==> src/logic/csr_pkg.sv <==
package csr_pkg;

    localparam int CSR_ADDR_W = 14;
    localparam int CSR_DATA_W = 32;
    localparam int ECODE_W    = 6;
    localparam int ESUBCODE_W = 9;
    localparam int HW_INT_W   = 8;
    localparam int INT_MASK_W = 13;
    localparam int TIMER_W    = 64;

    typedef logic [CSR_ADDR_W-1:0] csr_addr_t;
    typedef logic [CSR_DATA_W-1:0] csr_data_t;

    // kept register addresses
    localparam csr_addr_t CSR_CRMD   = 14'h0;
    localparam csr_addr_t CSR_PRMD   = 14'h1;
    localparam csr_addr_t CSR_ECFG   = 14'h4;
    localparam csr_addr_t CSR_ESTAT  = 14'h5;
    localparam csr_addr_t CSR_ERA    = 14'h6;
    localparam csr_addr_t CSR_BADV   = 14'h7;
    localparam csr_addr_t CSR_EENTRY = 14'hc;
    localparam csr_addr_t CSR_SAVE0  = 14'h30;
    localparam csr_addr_t CSR_SAVE1  = 14'h31;
    localparam csr_addr_t CSR_SAVE2  = 14'h32;
    localparam csr_addr_t CSR_SAVE3  = 14'h33;
    localparam csr_addr_t CSR_TID    = 14'h40;
    localparam csr_addr_t CSR_TCFG   = 14'h41;
    localparam csr_addr_t CSR_TVAL   = 14'h42;
    localparam csr_addr_t CSR_TICLR  = 14'h44;

    // field low bits
    localparam int CRMD_PLV  = 0;
    localparam int CRMD_IE   = 2;
    localparam int CRMD_DA   = 3;
    localparam int CRMD_PG   = 4;
    localparam int CRMD_DATF = 5;
    localparam int CRMD_DATM = 7;
    localparam csr_data_t CRMD_RESET = 32'h0000_0008;

    localparam int PRMD_PPLV = 0;
    localparam int PRMD_PIE  = 2;

    localparam csr_data_t ECFG_MASK = 32'h0000_1bff;

    localparam int ESTAT_SWI      = 0;
    localparam int ESTAT_HWI      = 2;
    localparam int ESTAT_TI       = 11;
    localparam int ESTAT_ECODE    = 16;
    localparam int ESTAT_ESUBCODE = 22;

    localparam csr_data_t EENTRY_MASK = 32'hffff_ffc0;

    localparam int TCFG_EN       = 0;
    localparam int TCFG_PERIODIC = 1;
    localparam int TCFG_INITVAL  = 2;
    localparam csr_data_t TCFG_MASK = 32'hffff_ffff;

    localparam int TICLR_CLR = 0;

    typedef struct packed {
        logic      en;
        csr_addr_t addr;
        csr_data_t data;
    } csr_write_t;

    typedef struct packed {
        logic                  flush;
        logic                  ertn;
        logic [ECODE_W-1:0]    ecode;
        logic [ESUBCODE_W-1:0] esubcode;
        csr_data_t             era;
        // bad address strobe, independent of flush
        logic                  badv_en;
        csr_data_t             badv;
    } csr_excp_t;

    typedef struct packed {
        logic       crmd;
        logic       prmd;
        logic       ecfg;
        logic       estat;
        logic       era;
        logic       badv;
        logic       eentry;
        logic [3:0] save;
        logic       tid;
        logic       tcfg;
        logic       tval;
        logic       ticlr;
    } csr_wen_t;

    typedef struct packed {
        logic [22:0] rsvd;
        logic [1:0]  datm;
        logic [1:0]  datf;
        logic        pg;
        logic        da;
        logic        ie;
        logic [1:0]  plv;
    } crmd_t;

endpackage

==> src/logic/csr_write_decode.sv <==
module csr_write_decode
    import csr_pkg::*;
(
    input  csr_write_t wr,
    output csr_wen_t   wen
);

    // one strobe per kept register, nothing for unknown addresses
    always_comb begin
        wen = '0;
        if (wr.en) begin
            case (wr.addr)
                CSR_CRMD:   wen.crmd    = 1'b1;
                CSR_PRMD:   wen.prmd    = 1'b1;
                CSR_ECFG:   wen.ecfg    = 1'b1;
                CSR_ESTAT:  wen.estat   = 1'b1;
                CSR_ERA:    wen.era     = 1'b1;
                CSR_BADV:   wen.badv    = 1'b1;
                CSR_EENTRY: wen.eentry  = 1'b1;
                CSR_SAVE0:  wen.save[0] = 1'b1;
                CSR_SAVE1:  wen.save[1] = 1'b1;
                CSR_SAVE2:  wen.save[2] = 1'b1;
                CSR_SAVE3:  wen.save[3] = 1'b1;
                CSR_TID:    wen.tid     = 1'b1;
                CSR_TCFG:   wen.tcfg    = 1'b1;
                CSR_TVAL:   wen.tval    = 1'b1;
                CSR_TICLR:  wen.ticlr   = 1'b1;
                default:    wen         = '0;
            endcase
        end
    end

endmodule

==> src/logic/csr_exception_regs.sv <==
module csr_exception_regs
    import csr_pkg::*;
(
    input  logic                clk,
    input  logic                reset,
    input  csr_wen_t            wen,
    input  csr_data_t           wdata,
    input  csr_excp_t           excp,
    input  logic [HW_INT_W-1:0] interrupt,
    input  logic                ti_flag,
    output csr_data_t           crmd,
    output csr_data_t           prmd,
    output csr_data_t           ecfg,
    output csr_data_t           estat,
    output csr_data_t           era,
    output csr_data_t           badv,
    output csr_data_t           eentry,
    output logic                has_int,
    output logic [1:0]          plv
);

    crmd_t                 crmd_q;
    logic [1:0]            pplv;
    logic                  pie;
    logic [INT_MASK_W-1:0] ecfg_q;
    logic [1:0]            swi;
    logic [HW_INT_W-1:0]   hwi;
    logic [ECODE_W-1:0]    ecode;
    logic [ESUBCODE_W-1:0] esubcode;

    // entry beats return beats software write
    always_ff @(posedge clk) begin
        if (reset) begin
            crmd_q <= crmd_t'(CRMD_RESET);
        end else if (excp.flush) begin
            crmd_q.plv <= 2'b0;
            crmd_q.ie  <= 1'b0;
        end else if (excp.ertn) begin
            crmd_q.plv <= pplv;
            crmd_q.ie  <= pie;
        end else if (wen.crmd) begin
            crmd_q.plv  <= wdata[CRMD_PLV +: 2];
            crmd_q.ie   <= wdata[CRMD_IE];
            crmd_q.da   <= wdata[CRMD_DA];
            crmd_q.pg   <= wdata[CRMD_PG];
            crmd_q.datf <= wdata[CRMD_DATF +: 2];
            crmd_q.datm <= wdata[CRMD_DATM +: 2];
        end
    end

    always_ff @(posedge clk) begin
        if (reset) begin
            pplv <= 2'b0;
            pie  <= 1'b0;
        end else if (excp.flush) begin
            pplv <= crmd_q.plv;
            pie  <= crmd_q.ie;
        end else if (wen.prmd) begin
            pplv <= wdata[PRMD_PPLV +: 2];
            pie  <= wdata[PRMD_PIE];
        end
    end

    always_ff @(posedge clk) begin
        if (reset) begin
            ecfg_q   <= '0;
            swi      <= 2'b0;
            hwi      <= '0;
            ecode    <= '0;
            esubcode <= '0;
        end else begin
            if (wen.ecfg) begin
                ecfg_q <= wdata[INT_MASK_W-1:0] & ECFG_MASK[INT_MASK_W-1:0];
            end
            if (wen.estat) begin
                swi <= wdata[ESTAT_SWI +: 2];
            end
            // hardware lines land one cycle late
            hwi <= interrupt;
            if (excp.flush) begin
                ecode    <= excp.ecode;
                esubcode <= excp.esubcode;
            end
        end
    end

    always_ff @(posedge clk) begin
        if (reset) begin
            era    <= '0;
            badv   <= '0;
            eentry <= '0;
        end else begin
            if (excp.flush) begin
                era <= excp.era;
            end else if (wen.era) begin
                era <= wdata;
            end
            // software write wins over the bad address strobe
            if (wen.badv) begin
                badv <= wdata;
            end else if (excp.badv_en) begin
                badv <= excp.badv;
            end
            if (wen.eentry) begin
                eentry <= wdata & EENTRY_MASK;
            end
        end
    end

    assign crmd = crmd_q;
    assign prmd = {{(CSR_DATA_W-3){1'b0}}, pie, pplv};
    assign ecfg = {{(CSR_DATA_W-INT_MASK_W){1'b0}}, ecfg_q};

    always_comb begin
        estat = '0;
        estat[ESTAT_SWI +: 2]               = swi;
        estat[ESTAT_HWI +: HW_INT_W]        = hwi;
        estat[ESTAT_TI]                     = ti_flag;
        estat[ESTAT_ECODE +: ECODE_W]       = ecode;
        estat[ESTAT_ESUBCODE +: ESUBCODE_W] = esubcode;
    end

    assign has_int = (|(ecfg_q & estat[INT_MASK_W-1:0])) & crmd_q.ie;

    // privilege level seen by fetch this cycle
    always_comb begin
        if (excp.flush) begin
            plv = 2'b0;
        end else if (excp.ertn) begin
            plv = pplv;
        end else if (wen.crmd) begin
            plv = wdata[CRMD_PLV +: 2];
        end else begin
            plv = crmd_q.plv;
        end
    end

endmodule

==> src/logic/csr_timer.sv <==
module csr_timer
    import csr_pkg::*;
(
    input  logic               clk,
    input  logic               reset,
    input  csr_wen_t           wen,
    input  csr_data_t          wdata,
    output csr_data_t          tid,
    output csr_data_t          tcfg,
    output csr_data_t          tval,
    output logic               ti_flag,
    output logic [TIMER_W-1:0] timer
);

    logic timer_en;
    logic expire;

    assign expire = timer_en && (tval == '0);

    always_ff @(posedge clk) begin
        if (reset) begin
            tid  <= '0;
            tcfg <= '0;
        end else begin
            if (wen.tid) begin
                tid <= wdata;
            end
            if (wen.tcfg) begin
                tcfg <= wdata & TCFG_MASK;
            end
        end
    end

    // down-counter, reload on expiry
    always_ff @(posedge clk) begin
        if (reset) begin
            tval     <= '0;
            timer_en <= 1'b0;
        end else if (wen.tcfg) begin
            tval     <= {wdata[CSR_DATA_W-1:TCFG_INITVAL], 2'b00};
            timer_en <= wdata[TCFG_EN];
        end else begin
            if (wen.tval) begin
                tval <= wdata;
            end else if (expire) begin
                tval <= tcfg[TCFG_PERIODIC] ? {tcfg[CSR_DATA_W-1:TCFG_INITVAL], 2'b00}
                                            : '1;
            end else if (timer_en) begin
                tval <= tval - 1'b1;
            end
            if (expire) begin
                timer_en <= tcfg[TCFG_PERIODIC];
            end
        end
    end

    // clear has priority, a tcfg write holds off the set
    always_ff @(posedge clk) begin
        if (reset) begin
            ti_flag <= 1'b0;
        end else if (wen.ticlr && wdata[TICLR_CLR]) begin
            ti_flag <= 1'b0;
        end else if (expire && !wen.tcfg) begin
            ti_flag <= 1'b1;
        end
    end

    always_ff @(posedge clk) begin
        if (reset) begin
            timer <= '0;
        end else begin
            timer <= timer + 1'b1;
        end
    end

endmodule

==> src/logic/csr_save_bank.sv <==
module csr_save_bank
    import csr_pkg::*;
(
    input  logic      clk,
    input  logic      reset,
    input  csr_wen_t  wen,
    input  csr_data_t wdata,
    output csr_data_t save [4]
);

    // scratch registers for the exception handler
    always_ff @(posedge clk) begin
        if (reset) begin
            for (int i = 0; i < 4; i++) begin
                save[i] <= '0;
            end
        end else begin
            for (int i = 0; i < 4; i++) begin
                if (wen.save[i]) begin
                    save[i] <= wdata;
                end
            end
        end
    end

endmodule

==> src/logic/csr_read_mux.sv <==
module csr_read_mux
    import csr_pkg::*;
(
    input  csr_addr_t  raddr,
    input  csr_write_t wr,
    input  csr_data_t  crmd,
    input  csr_data_t  prmd,
    input  csr_data_t  ecfg,
    input  csr_data_t  estat,
    input  csr_data_t  era,
    input  csr_data_t  badv,
    input  csr_data_t  eentry,
    input  csr_data_t  tid,
    input  csr_data_t  tcfg,
    input  csr_data_t  tval,
    input  csr_data_t  save [4],
    output csr_data_t  rdata
);

    always_comb begin
        if (wr.en && (wr.addr == raddr)) begin
            // same-cycle write bypass
            rdata = wr.data;
        end else begin
            case (raddr)
                CSR_CRMD:   rdata = crmd;
                CSR_PRMD:   rdata = prmd;
                CSR_ECFG:   rdata = ecfg;
                CSR_ESTAT:  rdata = estat;
                CSR_ERA:    rdata = era;
                CSR_BADV:   rdata = badv;
                CSR_EENTRY: rdata = eentry;
                CSR_SAVE0:  rdata = save[0];
                CSR_SAVE1:  rdata = save[1];
                CSR_SAVE2:  rdata = save[2];
                CSR_SAVE3:  rdata = save[3];
                CSR_TID:    rdata = tid;
                CSR_TCFG:   rdata = tcfg;
                CSR_TVAL:   rdata = tval;
                // ticlr and unknown addresses read zero
                default:    rdata = '0;
            endcase
        end
    end

endmodule

==> src/logic/csr_top.sv <==
module csr_top
    import csr_pkg::*;
(
    input  logic                clk,
    input  logic                reset,
    input  csr_addr_t           csr_raddr,
    output csr_data_t           csr_rdata,
    input  csr_write_t          wr,
    input  csr_excp_t           excp,
    input  logic [HW_INT_W-1:0] interrupt,
    output logic                has_int,
    output logic [1:0]          plv,
    output csr_data_t           eentry,
    output csr_data_t           era,
    output csr_data_t           tid,
    output logic [TIMER_W-1:0]  timer
);

    csr_wen_t  wen;
    csr_data_t crmd;
    csr_data_t prmd;
    csr_data_t ecfg;
    csr_data_t estat;
    csr_data_t badv;
    csr_data_t tcfg;
    csr_data_t tval;
    csr_data_t save [4];
    logic      ti_flag;

    csr_write_decode u_decode (
        .wr  (wr),
        .wen (wen)
    );

    csr_exception_regs u_excp (
        .clk       (clk),
        .reset     (reset),
        .wen       (wen),
        .wdata     (wr.data),
        .excp      (excp),
        .interrupt (interrupt),
        .ti_flag   (ti_flag),
        .crmd      (crmd),
        .prmd      (prmd),
        .ecfg      (ecfg),
        .estat     (estat),
        .era       (era),
        .badv      (badv),
        .eentry    (eentry),
        .has_int   (has_int),
        .plv       (plv)
    );

    csr_timer u_timer (
        .clk     (clk),
        .reset   (reset),
        .wen     (wen),
        .wdata   (wr.data),
        .tid     (tid),
        .tcfg    (tcfg),
        .tval    (tval),
        .ti_flag (ti_flag),
        .timer   (timer)
    );

    csr_save_bank u_save (
        .clk   (clk),
        .reset (reset),
        .wen   (wen),
        .wdata (wr.data),
        .save  (save)
    );

    csr_read_mux u_rmux (
        .raddr  (csr_raddr),
        .wr     (wr),
        .crmd   (crmd),
        .prmd   (prmd),
        .ecfg   (ecfg),
        .estat  (estat),
        .era    (era),
        .badv   (badv),
        .eentry (eentry),
        .tid    (tid),
        .tcfg   (tcfg),
        .tval   (tval),
        .save   (save),
        .rdata  (csr_rdata)
    );

endmodule

==> config.mk <==
export PLATFORM = sky130hd
export DESIGN_NAME = csr_top
export DESIGN_NICKNAME = d
export VERILOG_FILES = /design/src/logic/csr_pkg.sv /design/src/logic/csr_write_decode.sv /design/src/logic/csr_exception_regs.sv /design/src/logic/csr_timer.sv /design/src/logic/csr_save_bank.sv /design/src/logic/csr_read_mux.sv /design/src/logic/csr_top.sv
export SDC_FILE = /design/constraint.sdc
export NUM_CORES = 1
export LEC_CHECK = 0
export ABC_AREA = 0
export BUFFER_PORTS_ARGS = -buffer_cell sky130_fd_sc_hd__buf_2
export CORE_ASPECT_RATIO = 1.5
export CORE_MARGIN = 1.5
export CORE_UTILIZATION = 50
export CTS_BUF_LIST = sky130_fd_sc_hd__clkbuf_8 sky130_fd_sc_hd__clkbuf_16
export CTS_CLUSTER_SIZE = 28
export DETAILED_ROUTE_END_ITERATION = 10
export PLACE_DENSITY = 0.72
export SYNTH_ARGS = -nofsm -noshare
export SYNTH_HDL_FRONTEND = slang
export SYNTH_SLANG_ARGS = --single-unit
==> constraint.sdc <==
create_clock -name clk -period 2.47 [get_ports clk]
set_clock_uncertainty 0.15 [all_clocks]
set_input_delay 0.1235 -clock clk [delete_from_list [all_inputs] [get_ports clk]]
set_output_delay 0.1235 -clock clk [all_outputs]
set_load 0.02 [all_outputs]
Yosys cells after proc, flatten, opt, wreduce, memory -nomap -nowiden
Cells that the tools add are included.

storage, ports and cells
  bits in registers = 429
  input bits = 153
  output and inout bits = 195

operators by class
  add/sub/neg operators = 2
  equality and inequality tests = 28
  muxes and demuxes = 38
  bitwise operators = 4
  reductions and logical operators = 20

operators by type and width
  kind                                                                    number
  32-bit one-hot mux with 14 select lines                                 1
  32-bit 2-to-1 mux                                                       10
  14-bit by 3-bit equality test with 1-bit output, second input constant  8
  14-bit by 6-bit equality test with 1-bit output, second input constant  8
  14-bit by 7-bit equality test with 1-bit output, second input constant  7
  64-bit by 1-bit adder with 64-bit output, second input constant         1
  32-bit zero test                                                        1
  32-bit by 1-bit subtractor with 32-bit output, second input constant    1
  14-bit by 1-bit equality test with 1-bit output, second input constant  2
  14-bit by 4-bit equality test with 1-bit output, second input constant  2
  14-bit zero test                                                        2
  1-bit 2-to-1 mux                                                        19
  15-bit 2-to-1 mux                                                       1
  14-bit equality test                                                    1
  13-bit by 12-bit bitwise AND with 13-bit output                         1
  13-bit OR reduction                                                     1
  2-bit 2-to-1 mux                                                        5
  2-bit nonzero test                                                      5
  3-bit 2-to-1 mux                                                        2
  2-bit OR reduction                                                      3
  1-bit logical AND                                                       4
  4-bit nonzero test                                                      1
  3-bit AND reduction                                                     1
  3-bit nonzero test                                                      1
  other kinds (3)                                                         4

Depth between registers and ports, before layout
  depth in word-level cells = 6
  gate-level depth with buffers = 10

Hierarchy
From an unflattened synthesis, not the netlist that was laid out.

second synthesis, totals
  cells, all modules = 2544
  area, all modules = 22835.7 um^2

by module, submodules not included
  module              times used  cells an instance  area each (um^2)  seq. area each (um^2)
  csr_timer           1           875                7571.0            3243.1
  csr_exception_regs  1           690                6198.4            2782.7
  csr_save_bank       1           414                4679.5            2562.5
  csr_read_mux        1           531                4107.7            0.0
  csr_write_decode    1           34                 279.0             0.0

Worst setup path before layout
No wires, ideal clock.

  path kind = reg2reg
  start point = register u_timer.timer[0]
  end point = register u_timer.timer[52]
  setup time = 0.070 ns
  arrival time = 2.466 ns
  setup slack = -0.217 ns
  stages on the path, launching flop included = 9
  path buffers = 1
  cell sequence = dfxtp_1 ha_1 nand4_1 or4b_1 clkbuf_1 nor3_2 nand2_1 or4_1 a21oi_1

on the way
  cells in the longest elaborated chain, start to end = 1

RTL lines
  what                                      line             source
  from (decl)                               csr_timer.sv:12  output logic [TIMER_W-1:0] timer
  from (signal assigned)                    csr_timer.sv:72  timer <= timer + 1'b1;
  64-bit by 1-bit adder with 64-bit output  csr_timer.sv:72

No other way between the ends.
A chain may end at the register's enable or synchronous reset.

Worst setup path in the final report
  start point = input csr_raddr[11]
  end point = output csr_rdata[24]

on the way
  cells in the longest elaborated chain, start to end = 3
  elaborated cells between the ends (all ways) = 18
  classes of those cells = 14 x eq/ne; 2 x mux; 2 x reduce/logical

RTL lines
  what                                                                                 line                                    source
  from (decl)                                                                          csr_top.sv:6                            input csr_addr_t csr_raddr,
  14-bit by 7-bit equality test with 1-bit output, or another cell as far along        csr_read_mux.sv:25                      case (raddr)
  32-bit one-hot mux with 14 select lines / 1-bit logical AND (equally long branches)  csr_read_mux.sv:25, csr_read_mux.sv:21
  32-bit 2-to-1 mux *                                                                  csr_read_mux.sv:21                      if (wr.en && (wr.addr == raddr)) begin
  to (decl)                                                                            csr_top.sv:7                            output csr_data_t csr_rdata,

Every way passes the cells marked *; elsewhere a longest branch is shown, timed or not.

==> qor.yml <==
yosys:
  yosysWarnings: 0
  ys_ff_latch: 429
  ys.flop_type: "dfxtp_1"
  async_flop_share_pct: 0
  synth.distinct_cells: 76
  ys_seq_area_share_pct: 41.2
  syn_avg_cell_area_um2: 8.11
  synth-edff-count: 0
  synth_cells: 2570
  syn_area_um2: 20800
placed_design:
  gp_congestion: 0.993
  io_buffers: 341
  dp_slack_ns: -0.311
  post-dp-hpwl_um: 58800
  dp.cells: 3502
  place_area_um2: 25000
grt:
  met3_usage_pct: 8.33
  grt-ovfl-total: 0
  met2_usage_pct: 66.5
  grt_use_met1_pct: 41.9
  grt_max_degree: 119
  grt.total_usage_pct: 39.3
  grt_pass1_wl_um: 130000
  grt_pass1_vias: 23379
  grt_busiest_layer: "met2"
  antenna_found_initial: 0
detailed_routing:
  firstDrtPassIters: 8
  drt-vias-per-instance: 6.21
  totalWireLength_um: 87800
  wl_per_cell_um: 23.4
  drt_iter0_drc: 2746
  via_count: 23327
  drcViolationCount: 0
  detail-route-antenna-nets: 0
final_layout:
  nets: 3324
  mostFrequentLayoutCells: "nand2_1 (527), dfxtp_1 (417), buf_2 (312)"
  final_cells: 3758
  area_delta_synth_final_pct: 39.1
  layout_commonest_cell: "nand2_1"
  fin_area_um2: 29000
  drive_gt1_share_pct: 27.7
  diodes: 0
  nFillCells: 3114
critical_path:
  cp.required_ns: 2.20
  worstSetupEndpointType: "output pin"
  cp_slowest_stage_delay_ns: 0.57
  path_class: "input port to output pin"
  start_kind: "input port"
  cp_slowest_cell: "or4_4"
  critPathMaxFanout: 8
  worstPathCellList: "buf_2 -> or4_4 -> or3_4 -> or3_4 -> a31oi_4 -> buf_12 -> buf_12 -> a21oi_4 -> a31oi_4 -> buf_6"
  arrival_ns: 2.48
  cp_top_family: "simple AND/OR/NAND/NOR gates"
  crit_buf_inv: 4
outcome:
  status: "complete, but fails checks"
  violations: "negative setup slack"
timing:
  finalMaxSlewViolations: 0
  max_clock_freq_ghz: 0.364
  relSlewSlack_pct: 41.8
  tns_ns: -6.90
  finalSetupViolCount: 36
  grt_setup_unrepaired: "true"
  fin_crit_ns: 2.75
  tightest_slew_ns: 0.873
  finalHoldViolCount: 0
  post-route-period-util_pct: 111
  layout_setup_ws_ns: -0.280
floorplanning:
  die_h_um: 253
  initial_core_util_pct: 50.7
  die_w_um: 170
  core_um2: 41100
  rows: 91
  die-area_um2: 42900
  ioPinCount: 348
cts:
  clock_sinks: 429
  tritoncts: "yes"
  cts-buffers-inserted: 43
  cts_htree_levels: 2
  cts.clk_slew.worst_paths_ns: 0.06
  root_buffer: "clkbuf_16"
  clock_latency_ns: 0.59
  clockBufferDepth: 3
flow_run:
  maxCapViolCount: 0
pwr:
  p_total_mw: 15.5
  ir_drop_mv: 0.612
  cellPowerDensity_nw_per_um2: 536
  leakagePower_nw: 11.5
hold_path:
  hp-class: "input port to register"
## stage by stage
| stage | utilization (%) | hold slack (ns) |
|---|---|---|
| floorplan | - | 0.102 |
| global placement | 60.7 | 0.191 |
| detailed placement | 60.7 | 0.191 |
| CTS | 69.2 | 0.0277 |
| global route | 70.5 | 0.0572 |
| finish | 70.5 | 0.0362 |
## power breakdown
part           switching [mW]  internal [mW]  leakage (nW)
logic                   0.798          0.622          7.26
registers              0.0783           7.01          3.48
clock network            2.90           4.12         0.775
## kinds of logic (layout without fill, tap and decap cells)
logic type / after synthesis / count (layout) / synth area share (%)
mux: 166 / 166 / 8.63
buf+inv: 248 / 873 / 4.90
compound gates: 568 / 568 / 18.1
xor+xnor: 74 / 74 / 3.11
other cells: 1 / 6 / 0.0180
fa+ha+maj: 2 / 2 / 0.120
simple gates: 1082 / 1082 / 23.9
flops: 429 / 429 / 41.2
## sequential cells by signal, summed over array words and instances (netlist names)
register / cells
u_save.save: 128
u_timer.timer: 64
u_excp.badv: 32
u_excp.era: 32
u_timer.tcfg: 32
u_timer.tid: 32
u_timer.tval: 32
u_excp.eentry: 26
u_excp.ecfg_q: 12
u_excp.crmd: 9
u_excp.esubcode: 9
u_excp.hwi: 8
u_excp.ecode: 6
u_excp.pplv: 2
u_excp.swi: 2
u_excp.pie: 1
u_timer.ti_flag: 1
u_timer.timer_en: 1
## tightest hold or removal path, cell delays in order
cell     delay (ns)
buf_2          0.13
nand3_1        0.11
nor3_2         0.06
buf_12         0.16
nand2_1        0.08
a21oi_1        0.06
## cell usage after synthesis, types with 5 or more instances
| master | count | area [um2] |
|---|---|---|
| dfxtp_1 | 429 | 8590 |
| or4_1 | 14 | 105 |
| o211ai_1 | 5 | 37.5 |
| and3_1 | 17 | 106 |
| clkbuf_1 | 180 | 676 |
| nand2_1 | 529 | 1990 |
| o31ai_1 | 8 | 60.1 |
| a31oi_1 | 14 | 87.6 |
| and4_1 | 8 | 70.1 |
| buf_2 | 22 | 110 |
| nor4_1 | 37 | 231 |
| nand4_1 | 41 | 257 |
| mux2_1 | 10 | 113 |
| nand2b_1 | 10 | 62.6 |
| and2_1 | 9 | 56.3 |
| nor4_2 | 7 | 87.6 |
| a222oi_1 | 57 | 571 |
| a22oi_1 | 37 | 278 |
| o21a_1 | 7 | 52.6 |
| mux4_2 | 6 | 135 |
| nor3_1 | 54 | 270 |
| nor3b_1 | 5 | 37.5 |
| a22o_1 | 43 | 377 |
| xnor2_1 | 43 | 377 |
| mux2i_1 | 111 | 1110 |
| mux2_2 | 39 | 439 |
| a211oi_1 | 44 | 330 |
| buf_4 | 8 | 60.1 |
| a221oi_1 | 11 | 96.3 |
| inv_1 | 21 | 78.8 |
| a21oi_1 | 258 | 1290 |
| o21ai_0 | 46 | 230 |
| or3_1 | 31 | 194 |
| buf_1 | 12 | 45.0 |
| nor2_1 | 218 | 818 |
| xor2_1 | 31 | 272 |
| nand3_1 | 57 | 285 |
| nor2b_1 | 14 | 87.6 |
## final cells by class
class	instances	area [um2]	area share (%)
multi-input combinational	1898	12000	41.5
sequential	429	8610	29.7
timing repair buffer	776	6050	20.9
clock buffer	55	1260	4.36
tap	558	698	2.41
clock inverter	21	239	0.825
inverter	21	78.8	0.272
## routing by layer
metal | routed length, um | up-vias
met5 | 0 | -
met4 | 7720 | 0
met3 | 7840 | 505
met2 | 42100 | 1508
met1 | 30200 | 10977
li1 | - | 10337
## worst paths after layout
path / from / to / slack, ns / cells after the start
worst max register to register: u_timer.tval[1] / u_timer.tval[28] / -0.08 / 10
worst min register to register: u_save.save[65] / u_save.save[65] / 0.30 / 2
worst min-delay path: wr[46] / u_excp.eentry[25] / 0.04 / 6
worst max-delay path: csr_raddr[11] / csr_rdata[24] / -0.28 / 10
## timing repair
action | in CTS | in global routing
hold endpoints to repair | 375 | 0
gates resized for setup | 82 | 94
gates cloned | 1 | 1
setup buffers | 12 | 13
endpoints found under the setup margin | 60 | 90
hold buffers | 156 | 0
pin swaps | 18 | 40
No activity file was read; power rests on OpenSTA's default activity.
